File: src/hw/msx_bus_pkg.sv
package msx_bus_pkg;

   // Z80 bus widths
   localparam int ADDR_W = 16;
   localparam int DATA_W = 8;

   // I/O cycles only look at the low address byte
   localparam int PORT_W = 8;

   // PPI decode covers port bits 7:3
   // A2 is ignored, so A8h-ABh mirror at ACh-AFh
   localparam int PPI_SEL_LSB = 3;
   localparam logic [PORT_W-PPI_SEL_LSB-1:0] PPI_PORT_BASE = 5'b10101;

   // Pulled-up data bus when nobody drives it
   localparam logic [DATA_W-1:0] OPEN_BUS = 8'hFF;

endpackage

File: src/hw/msx_ppi_pkg.sv
package msx_ppi_pkg;

   // Mode-set view of the control byte
   typedef struct packed {
      logic       mode_set;
      logic [1:0] grp_a_mode;
      logic       port_a_in;
      logic       port_c_hi_in;
      logic       grp_b_mode;
      logic       port_b_in;
      logic       port_c_lo_in;
   } ppi_mode_t;

   // Bit set/reset view used when bit 7 is clear
   typedef struct packed {
      logic       mode_set;
      logic [2:0] unused;
      logic [2:0] bit_sel;
      logic       bit_val;
   } ppi_bsr_t;

   typedef union packed {
      ppi_mode_t mode;
      ppi_bsr_t  bsr;
   } ppi_ctrl_u;

   // Register index from A1:A0
   localparam logic [1:0] PPI_REG_A    = 2'd0;
   localparam logic [1:0] PPI_REG_B    = 2'd1;
   localparam logic [1:0] PPI_REG_C    = 2'd2;
   localparam logic [1:0] PPI_REG_CTRL = 2'd3;

   // Mode 0 with A and C as outputs and B as input, as the BIOS sets it
   localparam ppi_ctrl_u PPI_CTRL_INIT = 8'h82;

   // Keyboard matrix
   localparam int KB_ROWS  = 11;
   localparam int KB_ROW_W = 4;
   localparam logic [7:0] KB_IDLE = 8'hFF;

   // Port C outputs
   localparam int CAS_MOTOR_BIT = 4;
   localparam int KEYCLICK_BIT  = 7;

endpackage

File: src/hw/msx_io_decoder.sv
module msx_io_decoder (
   input  logic [msx_bus_pkg::ADDR_W-1:0] addr_i,
   input  logic                           iorq_i,
   input  logic                           m1_i,
   input  logic                           rd_i,
   input  logic [msx_bus_pkg::DATA_W-1:0] ppi_rdata_i,
   input  logic [msx_bus_pkg::DATA_W-1:0] ext_din_i,
   output logic                           ppi_cs_o,
   output logic [1:0]                     ppi_reg_o,
   output logic [msx_bus_pkg::DATA_W-1:0] din_o
);
   import msx_bus_pkg::*;

   logic io_cycle;
   logic ppi_hit;

   // Interrupt acknowledge also raises IORQ, but together with M1
   assign io_cycle = iorq_i & ~m1_i;

   // Only the low byte of the address carries the port number
   assign ppi_hit  = (addr_i[PORT_W-1:PPI_SEL_LSB] == PPI_PORT_BASE);
   assign ppi_cs_o = io_cycle & ppi_hit;

   // A1:A0 pick the PPI register
   assign ppi_reg_o = addr_i[1:0];

   // Read return path shared by the PPI and the external devices
   // The port address alone decides who owns it
   always_comb begin
      if (!rd_i) begin
         din_o = OPEN_BUS;
      end else if (ppi_cs_o) begin
         din_o = ppi_rdata_i;
      end else begin
         // Everything else on the bus, memory reads included
         din_o = ext_din_i;
      end
   end

endmodule

File: src/hw/msx_io_top.sv
module msx_io_top (
   input  logic                              clk21m,
   input  logic                              exwait_n,
   input  logic [msx_bus_pkg::ADDR_W-1:0]    addr_i,
   input  logic [msx_bus_pkg::DATA_W-1:0]    dout_i,
   input  logic                              iorq_i,
   input  logic                              rd_i,
   input  logic                              wr_i,
   input  logic                              m1_i,
   input  logic [msx_bus_pkg::DATA_W-1:0]    ext_din_i,
   input  logic                              kbd_we_i,
   input  logic [msx_ppi_pkg::KB_ROW_W-1:0]  kbd_row_i,
   input  logic [msx_bus_pkg::DATA_W-1:0]    kbd_data_i,
   output logic [msx_bus_pkg::DATA_W-1:0]    din_o,
   output logic [1:0]                        slot_o,
   output logic                              cas_motor_o,
   output logic                              keyclick_o
);
   import msx_bus_pkg::*;
   import msx_ppi_pkg::*;

   logic                ppi_cs;
   logic [1:0]          ppi_reg;
   logic [DATA_W-1:0]   ppi_rdata;
   logic [DATA_W-1:0]   kb_rdata;
   logic [DATA_W-1:0]   port_a;
   logic [DATA_W-1:0]   port_c;
   logic [KB_ROW_W-1:0] kb_row;
   logic                ppi_touched;

   msx_io_decoder u_decoder (
      .addr_i      (addr_i),
      .iorq_i      (iorq_i),
      .m1_i        (m1_i),
      .rd_i        (rd_i),
      .ppi_rdata_i (ppi_rdata),
      .ext_din_i   (ext_din_i),
      .ppi_cs_o    (ppi_cs),
      .ppi_reg_o   (ppi_reg),
      .din_o       (din_o)
   );

   msx_ppi u_ppi (
      .clk21m     (clk21m),
      .exwait_n   (exwait_n),
      .cs_i       (ppi_cs),
      .reg_i      (ppi_reg),
      .wr_i       (wr_i),
      .rd_i       (rd_i),
      .wdata_i    (dout_i),
      .kb_rdata_i (kb_rdata),
      .rdata_o    (ppi_rdata),
      .port_a_o   (port_a),
      .port_c_o   (port_c),
      .touched_o  (ppi_touched)
   );

   // Low nibble of port C scans the keyboard
   assign kb_row = port_c[KB_ROW_W-1:0];

   msx_key_matrix u_key_matrix (
      .clk21m     (clk21m),
      .exwait_n   (exwait_n),
      .kbd_we_i   (kbd_we_i),
      .kbd_row_i  (kbd_row_i),
      .kbd_data_i (kbd_data_i),
      .scan_row_i (kb_row),
      .row_data_o (kb_rdata)
   );

   msx_slot_select u_slot_select (
      .clk21m    (clk21m),
      .exwait_n  (exwait_n),
      .port_a_i  (port_a),
      .touched_i (ppi_touched),
      .page_i    (addr_i[ADDR_W-1 -: 2]),
      .slot_o    (slot_o)
   );

   assign cas_motor_o = port_c[CAS_MOTOR_BIT];
   assign keyclick_o  = port_c[KEYCLICK_BIT];

endmodule

File: src/hw/msx_key_matrix.sv
module msx_key_matrix (
   input  logic                              clk21m,
   input  logic                              exwait_n,
   input  logic                              kbd_we_i,
   input  logic [msx_ppi_pkg::KB_ROW_W-1:0]  kbd_row_i,
   input  logic [msx_bus_pkg::DATA_W-1:0]    kbd_data_i,
   input  logic [msx_ppi_pkg::KB_ROW_W-1:0]  scan_row_i,
   output logic [msx_bus_pkg::DATA_W-1:0]    row_data_o
);
   import msx_bus_pkg::*;
   import msx_ppi_pkg::*;

   // Keys are active low with one byte per row
   logic [DATA_W-1:0] rows_q [KB_ROWS];

   always_ff @(posedge clk21m or negedge exwait_n) begin
      if (!exwait_n) begin
         for (int r = 0; r < KB_ROWS; r++) begin
            rows_q[r] <= KB_IDLE;
         end
      end else if (kbd_we_i && (kbd_row_i < KB_ROWS)) begin
         rows_q[kbd_row_i] <= kbd_data_i;
      end
   end

   // Rows past the end of the matrix have no keys
   assign row_data_o = (scan_row_i < KB_ROWS) ? rows_q[scan_row_i] : KB_IDLE;

   // The host side only knows the real rows
   host_row_range: assert property (@(posedge clk21m) disable iff (!exwait_n)
      kbd_we_i |-> (kbd_row_i < KB_ROWS))
      else $error("keyboard write to row %0d", kbd_row_i);

endmodule

File: src/hw/msx_ppi.sv
module msx_ppi (
   input  logic                           clk21m,
   input  logic                           exwait_n,
   input  logic                           cs_i,
   input  logic [1:0]                     reg_i,
   input  logic                           wr_i,
   input  logic                           rd_i,
   input  logic [msx_bus_pkg::DATA_W-1:0] wdata_i,
   input  logic [msx_bus_pkg::DATA_W-1:0] kb_rdata_i,
   output logic [msx_bus_pkg::DATA_W-1:0] rdata_o,
   output logic [msx_bus_pkg::DATA_W-1:0] port_a_o,
   output logic [msx_bus_pkg::DATA_W-1:0] port_c_o,
   output logic                           touched_o
);
   import msx_ppi_pkg::*;

   logic [7:0] port_a_q;
   logic [7:0] port_c_q;
   ppi_ctrl_u  ctrl_q;
   ppi_ctrl_u  ctrl_w;
   logic       wr_sel;
   logic       wr_sel_q;
   logic       wr_pulse;
   logic       access;
   logic       touched_q;

   assign ctrl_w = wdata_i;

   // One write per strobe, however long the CPU holds it
   assign wr_sel   = cs_i & wr_i;
   assign wr_pulse = wr_sel & ~wr_sel_q;

   always_ff @(posedge clk21m or negedge exwait_n) begin
      if (!exwait_n) begin
         wr_sel_q <= 1'b0;
      end else begin
         wr_sel_q <= wr_sel;
      end
   end

   always_ff @(posedge clk21m or negedge exwait_n) begin
      if (!exwait_n) begin
         port_a_q <= '0;
         port_c_q <= '0;
         ctrl_q   <= PPI_CTRL_INIT;
      end else if (wr_pulse) begin
         case (reg_i)
            PPI_REG_A: port_a_q <= wdata_i;
            PPI_REG_C: port_c_q <= wdata_i;
            PPI_REG_CTRL: begin
               ctrl_q <= ctrl_w;
               if (ctrl_w.mode.mode_set) begin
                  // A new mode clears the output latches
                  port_a_q <= '0;
                  port_c_q <= '0;
               end else begin
                  port_c_q[ctrl_w.bsr.bit_sel] <= ctrl_w.bsr.bit_val;
               end
            end
            // Port B is the keyboard input and ignores writes
            default: ;
         endcase
      end
   end

   // Read data is steered onto the bus by the decoder
   always_comb begin
      case (reg_i)
         PPI_REG_A: rdata_o = port_a_q;
         PPI_REG_B: rdata_o = kb_rdata_i;
         PPI_REG_C: rdata_o = port_c_q;
         default:   rdata_o = ctrl_q;
      endcase
   end

   // Sticky once the CPU has talked to the PPI
   assign access = cs_i & (rd_i | wr_i);

   always_ff @(posedge clk21m or negedge exwait_n) begin
      if (!exwait_n) begin
         touched_q <= 1'b0;
      end else if (access) begin
         touched_q <= 1'b1;
      end
   end

   // Include the current access so the slot map arms on the same edge as the write
   assign touched_o = touched_q | access;

   assign port_a_o = port_a_q;
   assign port_c_o = port_c_q;

   // The Z80 never reads and writes in one I/O cycle
   rd_wr_excl: assert property (@(posedge clk21m) disable iff (!exwait_n)
      cs_i |-> !(rd_i && wr_i))
      else $error("PPI selected with rd_i and wr_i both high");

endmodule

File: src/hw/msx_slot_select.sv
module msx_slot_select (
   input  logic                           clk21m,
   input  logic                           exwait_n,
   input  logic [msx_bus_pkg::DATA_W-1:0] port_a_i,
   input  logic                           touched_i,
   input  logic [1:0]                     page_i,
   output logic [1:0]                     slot_o
);

   logic map_valid_q;

   // Slot 0 everywhere until software has touched the PPI
   always_ff @(posedge clk21m or negedge exwait_n) begin
      if (!exwait_n) begin
         map_valid_q <= 1'b0;
      end else begin
         map_valid_q <= touched_i;
      end
   end

   // Port A holds two bits per 16 KB page, page 0 in the low bits
   always_comb begin
      if (!map_valid_q) begin
         slot_o = 2'b00;
      end else begin
         case (page_i)
            2'd0:    slot_o = port_a_i[1:0];
            2'd1:    slot_o = port_a_i[3:2];
            2'd2:    slot_o = port_a_i[5:4];
            default: slot_o = port_a_i[7:6];
         endcase
      end
   end

endmodule

File: config.mk
export PLATFORM = sky130hd
export DESIGN_NAME = msx_io_top
export DESIGN_NICKNAME = d
export VERILOG_FILES = /design/src/hw/msx_bus_pkg.sv /design/src/hw/msx_ppi_pkg.sv /design/src/hw/msx_io_decoder.sv /design/src/hw/msx_io_top.sv /design/src/hw/msx_key_matrix.sv /design/src/hw/msx_ppi.sv /design/src/hw/msx_slot_select.sv
export SDC_FILE = /design/constraint.sdc
export NUM_CORES = 1
export LEC_CHECK = 0
export ABC_AREA = 1
export BUFFER_PORTS_ARGS = -buffer_cell sky130_fd_sc_hd__buf_2
export CAP_MARGIN = 20
export CORE_MARGIN = 2
export CORE_UTILIZATION = 35
export CTS_BUF_LIST = sky130_fd_sc_hd__clkbuf_8
export CTS_CLUSTER_SIZE = 30
export DETAILED_ROUTE_END_ITERATION = 7
export PLACE_DENSITY = 0.62
export REMOVE_ABC_BUFFERS = 1
export SLEW_MARGIN = 20
export SYNTH_ARGS = -nofsm -noshare
export SYNTH_HDL_FRONTEND = slang
export SYNTH_SLANG_ARGS = --single-unit
File: constraint.sdc
create_clock -name clk21m -period 3.75 [get_ports clk21m]
set_input_delay 0.75 -clock clk21m [delete_from_list [all_inputs] [get_ports clk21m]]
set_output_delay 0.75 -clock clk21m [all_outputs]
set_load 0.02 [all_outputs]
**After elaboration in Yosys (flattened, before gate mapping)**

Cells that the tools add are included.

- Flip-flop bits (word level): 115
- Bits in latches: 0
- RAM bits: 0
- Bits in read-only memories: 0
- Input bits: 51
- Output and inout port bits: 12
- Word-level logic and storage cells: 71
- Memories: 0

- $add $sub $neg: 0
- Multipliers: 0
- Div/mod/pow operators: 0
- Order comparisons: 7
- Eq/ne operators: 7
- Shift operators: 0
- Muxes and demuxes: 19
- Bitwise logic cells: 11
- Reduce and logical (&&, ||, !) cells: 10

Operators by type and width:

| operator | number |
|---|---|
| $bwmux W88 | 1 |
| $mux W8 | 8 |
| $bmux W8 S4 | 1 |
| $demux W8 S4 | 1 |
| $pmux W8 S2 | 2 |
| $pmux W8 S3 | 1 |
| $ge A5 B5 Y1 const B | 2 |
| $not A4 Y5 | 2 |
| $bwmux W8 | 1 |
| $lt A4 B4 Y1 const B | 2 |
| $eq A2 B2 Y1 const B | 3 |
| $pmux W2 S3 | 1 |
| $and A1 B1 Y1 | 5 |
| $eq A5 B5 Y1 const B | 1 |
| $lt A5 B1 Y1 const B | 1 |
| $eq A2 B1 Y1 const B | 2 |
| $logic_not A2 Y1 | 2 |
| $lt A3 B4 Y1 const B | 1 |
| $reduce_and A2 Y1 | 2 |
| $reduce_bool A2 Y1 | 2 |
| $demux W1 S3 | 1 |
| $ge A3 B1 Y1 const B | 1 |
| $logic_and A1 B1 Y1 | 3 |
| $reduce_and A3 Y1 | 1 |
| other kinds (5) | 7 |

**Depth between registers and ports, before layout**

- Depth after elaboration: 8
- Gate-level depth with buffers: 11
- Gate-level depth less buffers: 9

**Cells and area by module**

Synthesis repeated with hierarchy kept, for this count alone.

- Cells, all modules: 816
- Area, all modules: 6281.0 um^2

By module, submodules not included:

| module | times used | cells an instance | area each (um^2) | sequential area each (um^2) |
|---|---|---|---|---|
| msx_key_matrix | 1 | 547 | 4411.7 | 2312.2 |
| msx_ppi | 1 | 211 | 1570.3 | 653.1 |
| msx_io_decoder | 1 | 36 | 187.7 | 0.0 |
| msx_slot_select | 1 | 22 | 111.4 | 25.0 |

**Worst setup path before layout**

OpenSTA, ideal clock, no wires.

- Path kind: input -> output
- Start point: input addr_i[4] (netlist name)
- End point: output din_o[0] (netlist name)
- Arrival time: 1.745 ns
- Data required time: 3.000 ns
- Slack: 1.255 ns
- Cell stages on the path: 7
- Path buffers: 1
- Path through: nor2_1 -> nand2_1 -> nor2_1 -> clkinv_1 -> clkbuf_1 -> a21oi_1 -> nand2_1

- Longest elaborated chain between the ends: 4

Ends and longest elaborated chain:

| item | line | RTL |
|---|---|---|
| from (decl) | msx_io_top.sv:4 | `input logic [msx_bus_pkg::ADDR_W-1:0] addr_i,` |
| $eq A5 B5 Y1 | msx_io_decoder.sv:21 | `assign ppi_hit = (addr_i[PORT_W-1:PPI_SEL_LSB] == PPI_PORT_BASE);` |
| $and A1 B1 Y1 | msx_io_decoder.sv:22 | `assign ppi_cs_o = io_cycle & ppi_hit;` |
| $mux W8 | msx_io_decoder.sv:32 | `end else if (ppi_cs_o) begin` |
| $mux W8 | msx_io_decoder.sv:30 | `if (!rd_i) begin` |
| to (decl) | msx_io_top.sv:14 | `output logic [msx_bus_pkg::DATA_W-1:0] din_o,` |

No other way between the ends.

**Worst setup path after layout**

- Start point: register u_ppi.port_c_q[2], in the netlist u_ppi.port_c_o[2]
- End point: output din_o[2] (netlist name)

- Longest elaborated chain between the ends: 8
- Elaborated cells between the ends (all ways): 9
- Those cells by class: order compare (1); mux (7); bitwise (1)

Ends and longest elaborated chain:

| item | line | RTL |
|---|---|---|
| from (decl) | msx_ppi.sv:18 | `logic [7:0] port_c_q;` |
| from (signal assigned) | msx_ppi.sv:49 | `PPI_REG_C: port_c_q <= wdata_i;` |
| from (signal, indexed assignment) | msx_ppi.sv:57 | `port_c_q[ctrl_w.bsr.bit_sel] <= ctrl_w.bsr.bit_val;` |
| $not A4 Y5 (implied by the code) | msx_key_matrix.sv:27 | `assign row_data_o = (scan_row_i < KB_ROWS) ? rows_q[scan_row_i] : KB_IDLE;` |
| $bmux W8 S4 | msx_key_matrix.sv:27 |  |
| $mux W8 (implied by the code) (2 in a row) | msx_key_matrix.sv:27 |  |
| $mux W8 | msx_key_matrix.sv:27 |  |
| $pmux W8 S3 (*) | msx_ppi.sv:68 | `case (reg_i)` |
| $mux W8 (*) | msx_io_decoder.sv:32 |  |
| $mux W8 (*) | msx_io_decoder.sv:30 |  |

Every way passes the cells marked *; elsewhere a longest branch is shown, timed or not. The select of a mux whose other input is x is not followed.

==> flow_summary.json <==
{
  "grt-ovfl-total": 0,
  "drv_slew": 0,
  "crit_top_cell": "nand2_1",
  "criticalPathCategory": "reg2out",
  "synth_top_family_by_area": "simple AND/OR/NAND/NOR gates",
  "clk_latency_ns": 0.44,
  "r2r-start": "u_ppi.wr_sel_q",
  "layout-drive-gt1-share": 0.231,
  "clockBufferDepth": 2,
  "synth_simple_gate_area_frac": 0.288,
  "synth-xor-area-share": 0,
  "synth-compound-area-share": 0.139,
  "timing.final.crit_share": 0.864,
  "grt_pass1_vias": 4919,
  "power-per-cell-area_nw_per_um2": 522,
  "synth_seq_cells": 115,
  "areaGrowthSynthToFinish_pct": 15.1,
  "synthMuxAreaShare": 0,
  "layout_min_cycle_time_ns": 3.24,
  "ant_nets": 0,
  "finish.instance_area_um2": 6720,
  "critPathMaxFanout": 11,
  "hold_viol": 0,
  "clkSlewWorstSetupHoldPaths_ns": 0.07,
  "post_cts_resize_count": 0,
  "portBuffers": 55,
  "gp_congestion": 0.898,
  "hold_path.class": "in2async",
  "cts_made_buffers": 17,
  "initial_core_util": 0.354,
  "crit_chain": "clkinv_1 -> nand3_1 -> nand3_1 -> nand2_1 -> nand2_1 -> nand2_1 -> nand2_1 -> buf_2",
  "slew-limit-headroom": 0.458,
  "drt_wl_total_um": 15200,
  "outcome": "complete, no violations",
  "power_leakage_nw": 2.98,
  "path_buf_inv": 2,
  "numClockSinks": 115,
  "r2r_cells": 6,
  "layout_commonest_cell": "nand2_1",
  "arrival_ns": 2.49,
  "regToRegEndpoint": "u_ppi.port_c_o[4]",
  "most-common-layout-cells": "nand2_1, o21ai_0, dfstp_2, nand3_1, buf_2",
  "num_rows": 47,
  "yosysSeqAreaShare": 0.513,
  "synth_area_um2": 5830,
  "grt_antenna_before_repair": 0,
  "viasPerCell": 4.89,
  "placed_area_um2": 6270,
  "ir_drop_mv": 0.246,
  "htreeDepth": 4,
  "die_area_um2": 17700,
  "tightest_slew_ns": 0.813,
  "setup_viol": 0,
  "num_antenna_cells": 0,
  "tns_ns": 0,
  "synth-adder-area-share": 0,
  "avgSynthCellArea_um2": 7.62,
  "rsz0062_at_grt": "false",
  "drtPass1Iterations": 5,
  "cpPeakStageDelay_ns": 0.69,
  "setup.worst_path.end_class": "primary output",
  "root_buffer": "clkbuf_8",
  "skew_ns": 0.00764,
  "drt-wirelength-per-cell_um": 14.6,
  "crit_path_start_kind": "flop",
  "design.core.area_um2": 16500,
  "synthCells": 766,
  "io_pins": 63,
  "worst_path_dominant_cell_family": "flip-flops",
  "power_mw": 3.51,
  "rrSetupSlack_ns": 2.18,
  "drt_iter0_markers": 420,
  "num_vias": 5076,
  "hpwl_um": 9800,
  "grt_pass1_wl_um": 25300,
  "critPathRequiredTime_ns": 3.00,
  "die_h_um": 133,
  "ys_warn_count": 0,
  "slowest_stage": "dfrtp_1",
  "finalNetCount": 858,
  "cts_tree": "built",
  "grt_max_degree": 62,
  "synth_cell_types": 28,
  "route.detailed.drc": 0,
  "final_core_util": 0.408,
  "fillers": 1735,
  "post_cts_buffers": 0,
  "path_depth": 8,
  "postCtsHoldBufs": 0,
  "die_w_um": 133,
  "max-cap-violations": 0,
  "fmax_mhz": 309,
  "grt.total_usage": 0.182
}
## power breakdown
group | total (mW) | leakage [nW] | switching, mW | internal, mW
sequential | 1.72 | 1.27 | 0.114 | 1.60
combinational | 0.509 | 1.49 | 0.312 | 0.197
clock | 1.28 | 0.218 | 0.521 | 0.757
total | 3.51 | 2.98 | 0.947 | 2.56
## final cells by class
cell class	instances	area (um^2)	share of cell area
Timing Repair Buffer	60	328	0.0488
Multi-Input combinational cell	562	2490	0.371
Tap cell	220	275	0.0410
Inverter	51	191	0.0285
Clock buffer	19	262	0.0389
Sequential cell	115	2990	0.445
Clock inverter	12	180	0.0268
## worst max-delay path by stage
| stage | start | to |
|---|---|---|
| 2_1_floorplan | u_ppi.port_c_o[0] | din_o[2] |
| 3_3_place_gp | addr_i[4] | din_o[0] |
| 3_5_place_dp | addr_i[4] | din_o[0] |
| 4_1_cts | u_ppi.port_c_o[2] | din_o[2] |
| 5_1_grt | u_ppi.port_c_o[0] | din_o[6] |
| 6_report | u_ppi.port_c_o[2] | din_o[2] |
## synthesized netlist by cell type (all sizes together)
master	n	area, um^2
inv	47	176
dfstp	90	2360
nand4	7	43.8
dfrtp	25	626
nor2	40	163
o22ai	2	12.5
o21bai	2	15.0
clkinv	4	15.0
buf	17	85.1
nand3	78	390
o21a	4	30.0
o21ai	112	561
a21oi	26	141
nand2	274	1030
a31oi	3	18.8
nor3	7	35.0
o211ai	1	7.51
clkbuf	21	78.8
o31ai	2	15.0
o311ai	1	8.76
or2	3	18.8
## worst register-to-register path, stage by stage, from the launching register on
cell and delay, ns:
dfrtp_1 0.37, inv_1 0.05, nand3_1 0.19, nor2_1 0.53, nand2_1 0.16, nand2_1 0.09
o21ai_0 0.07
## registers in the layout, indices dropped and copies added, names as in the netlist
name / flops
u_ppi.touched_q: 1
u_ppi.ctrl_q: 8
u_ppi.port_c_o: 8
u_key_matrix.rows_q: 88
u_ppi.wr_sel_q: 1
u_slot_select.map_valid_q: 1
u_ppi.port_a_o: 8
## logic make-up after synthesis
group,after synthesis
compound gates,153
flops,115
simple gates,409
buf+inv,89
## through the flow
| step | std cells | hold WS, ns | setup WS, ns |
|---|---|---|---|
| after floorplan | 728 | 0.437 | 0.788 |
| after global placement | 1008 | 0.456 | 0.894 |
| after detailed placement | 1008 | 0.460 | 0.896 |
| after CTS | 1039 | 0.422 | 0.502 |
| after global routing | 1039 | 0.457 | 0.369 |
| final | 1039 | 0.408 | 0.510 |
## routing by layer
metal	vias up	track usage	share of wire
met2	88	0.301	0.48
met4	0	0.0697	0.019
met5	-	0	0
li1	2584	-	-
met1	2382	0.241	0.47
met3	22	0.0308	0.032
No activity file was read; power rests on OpenSTA's default activity.
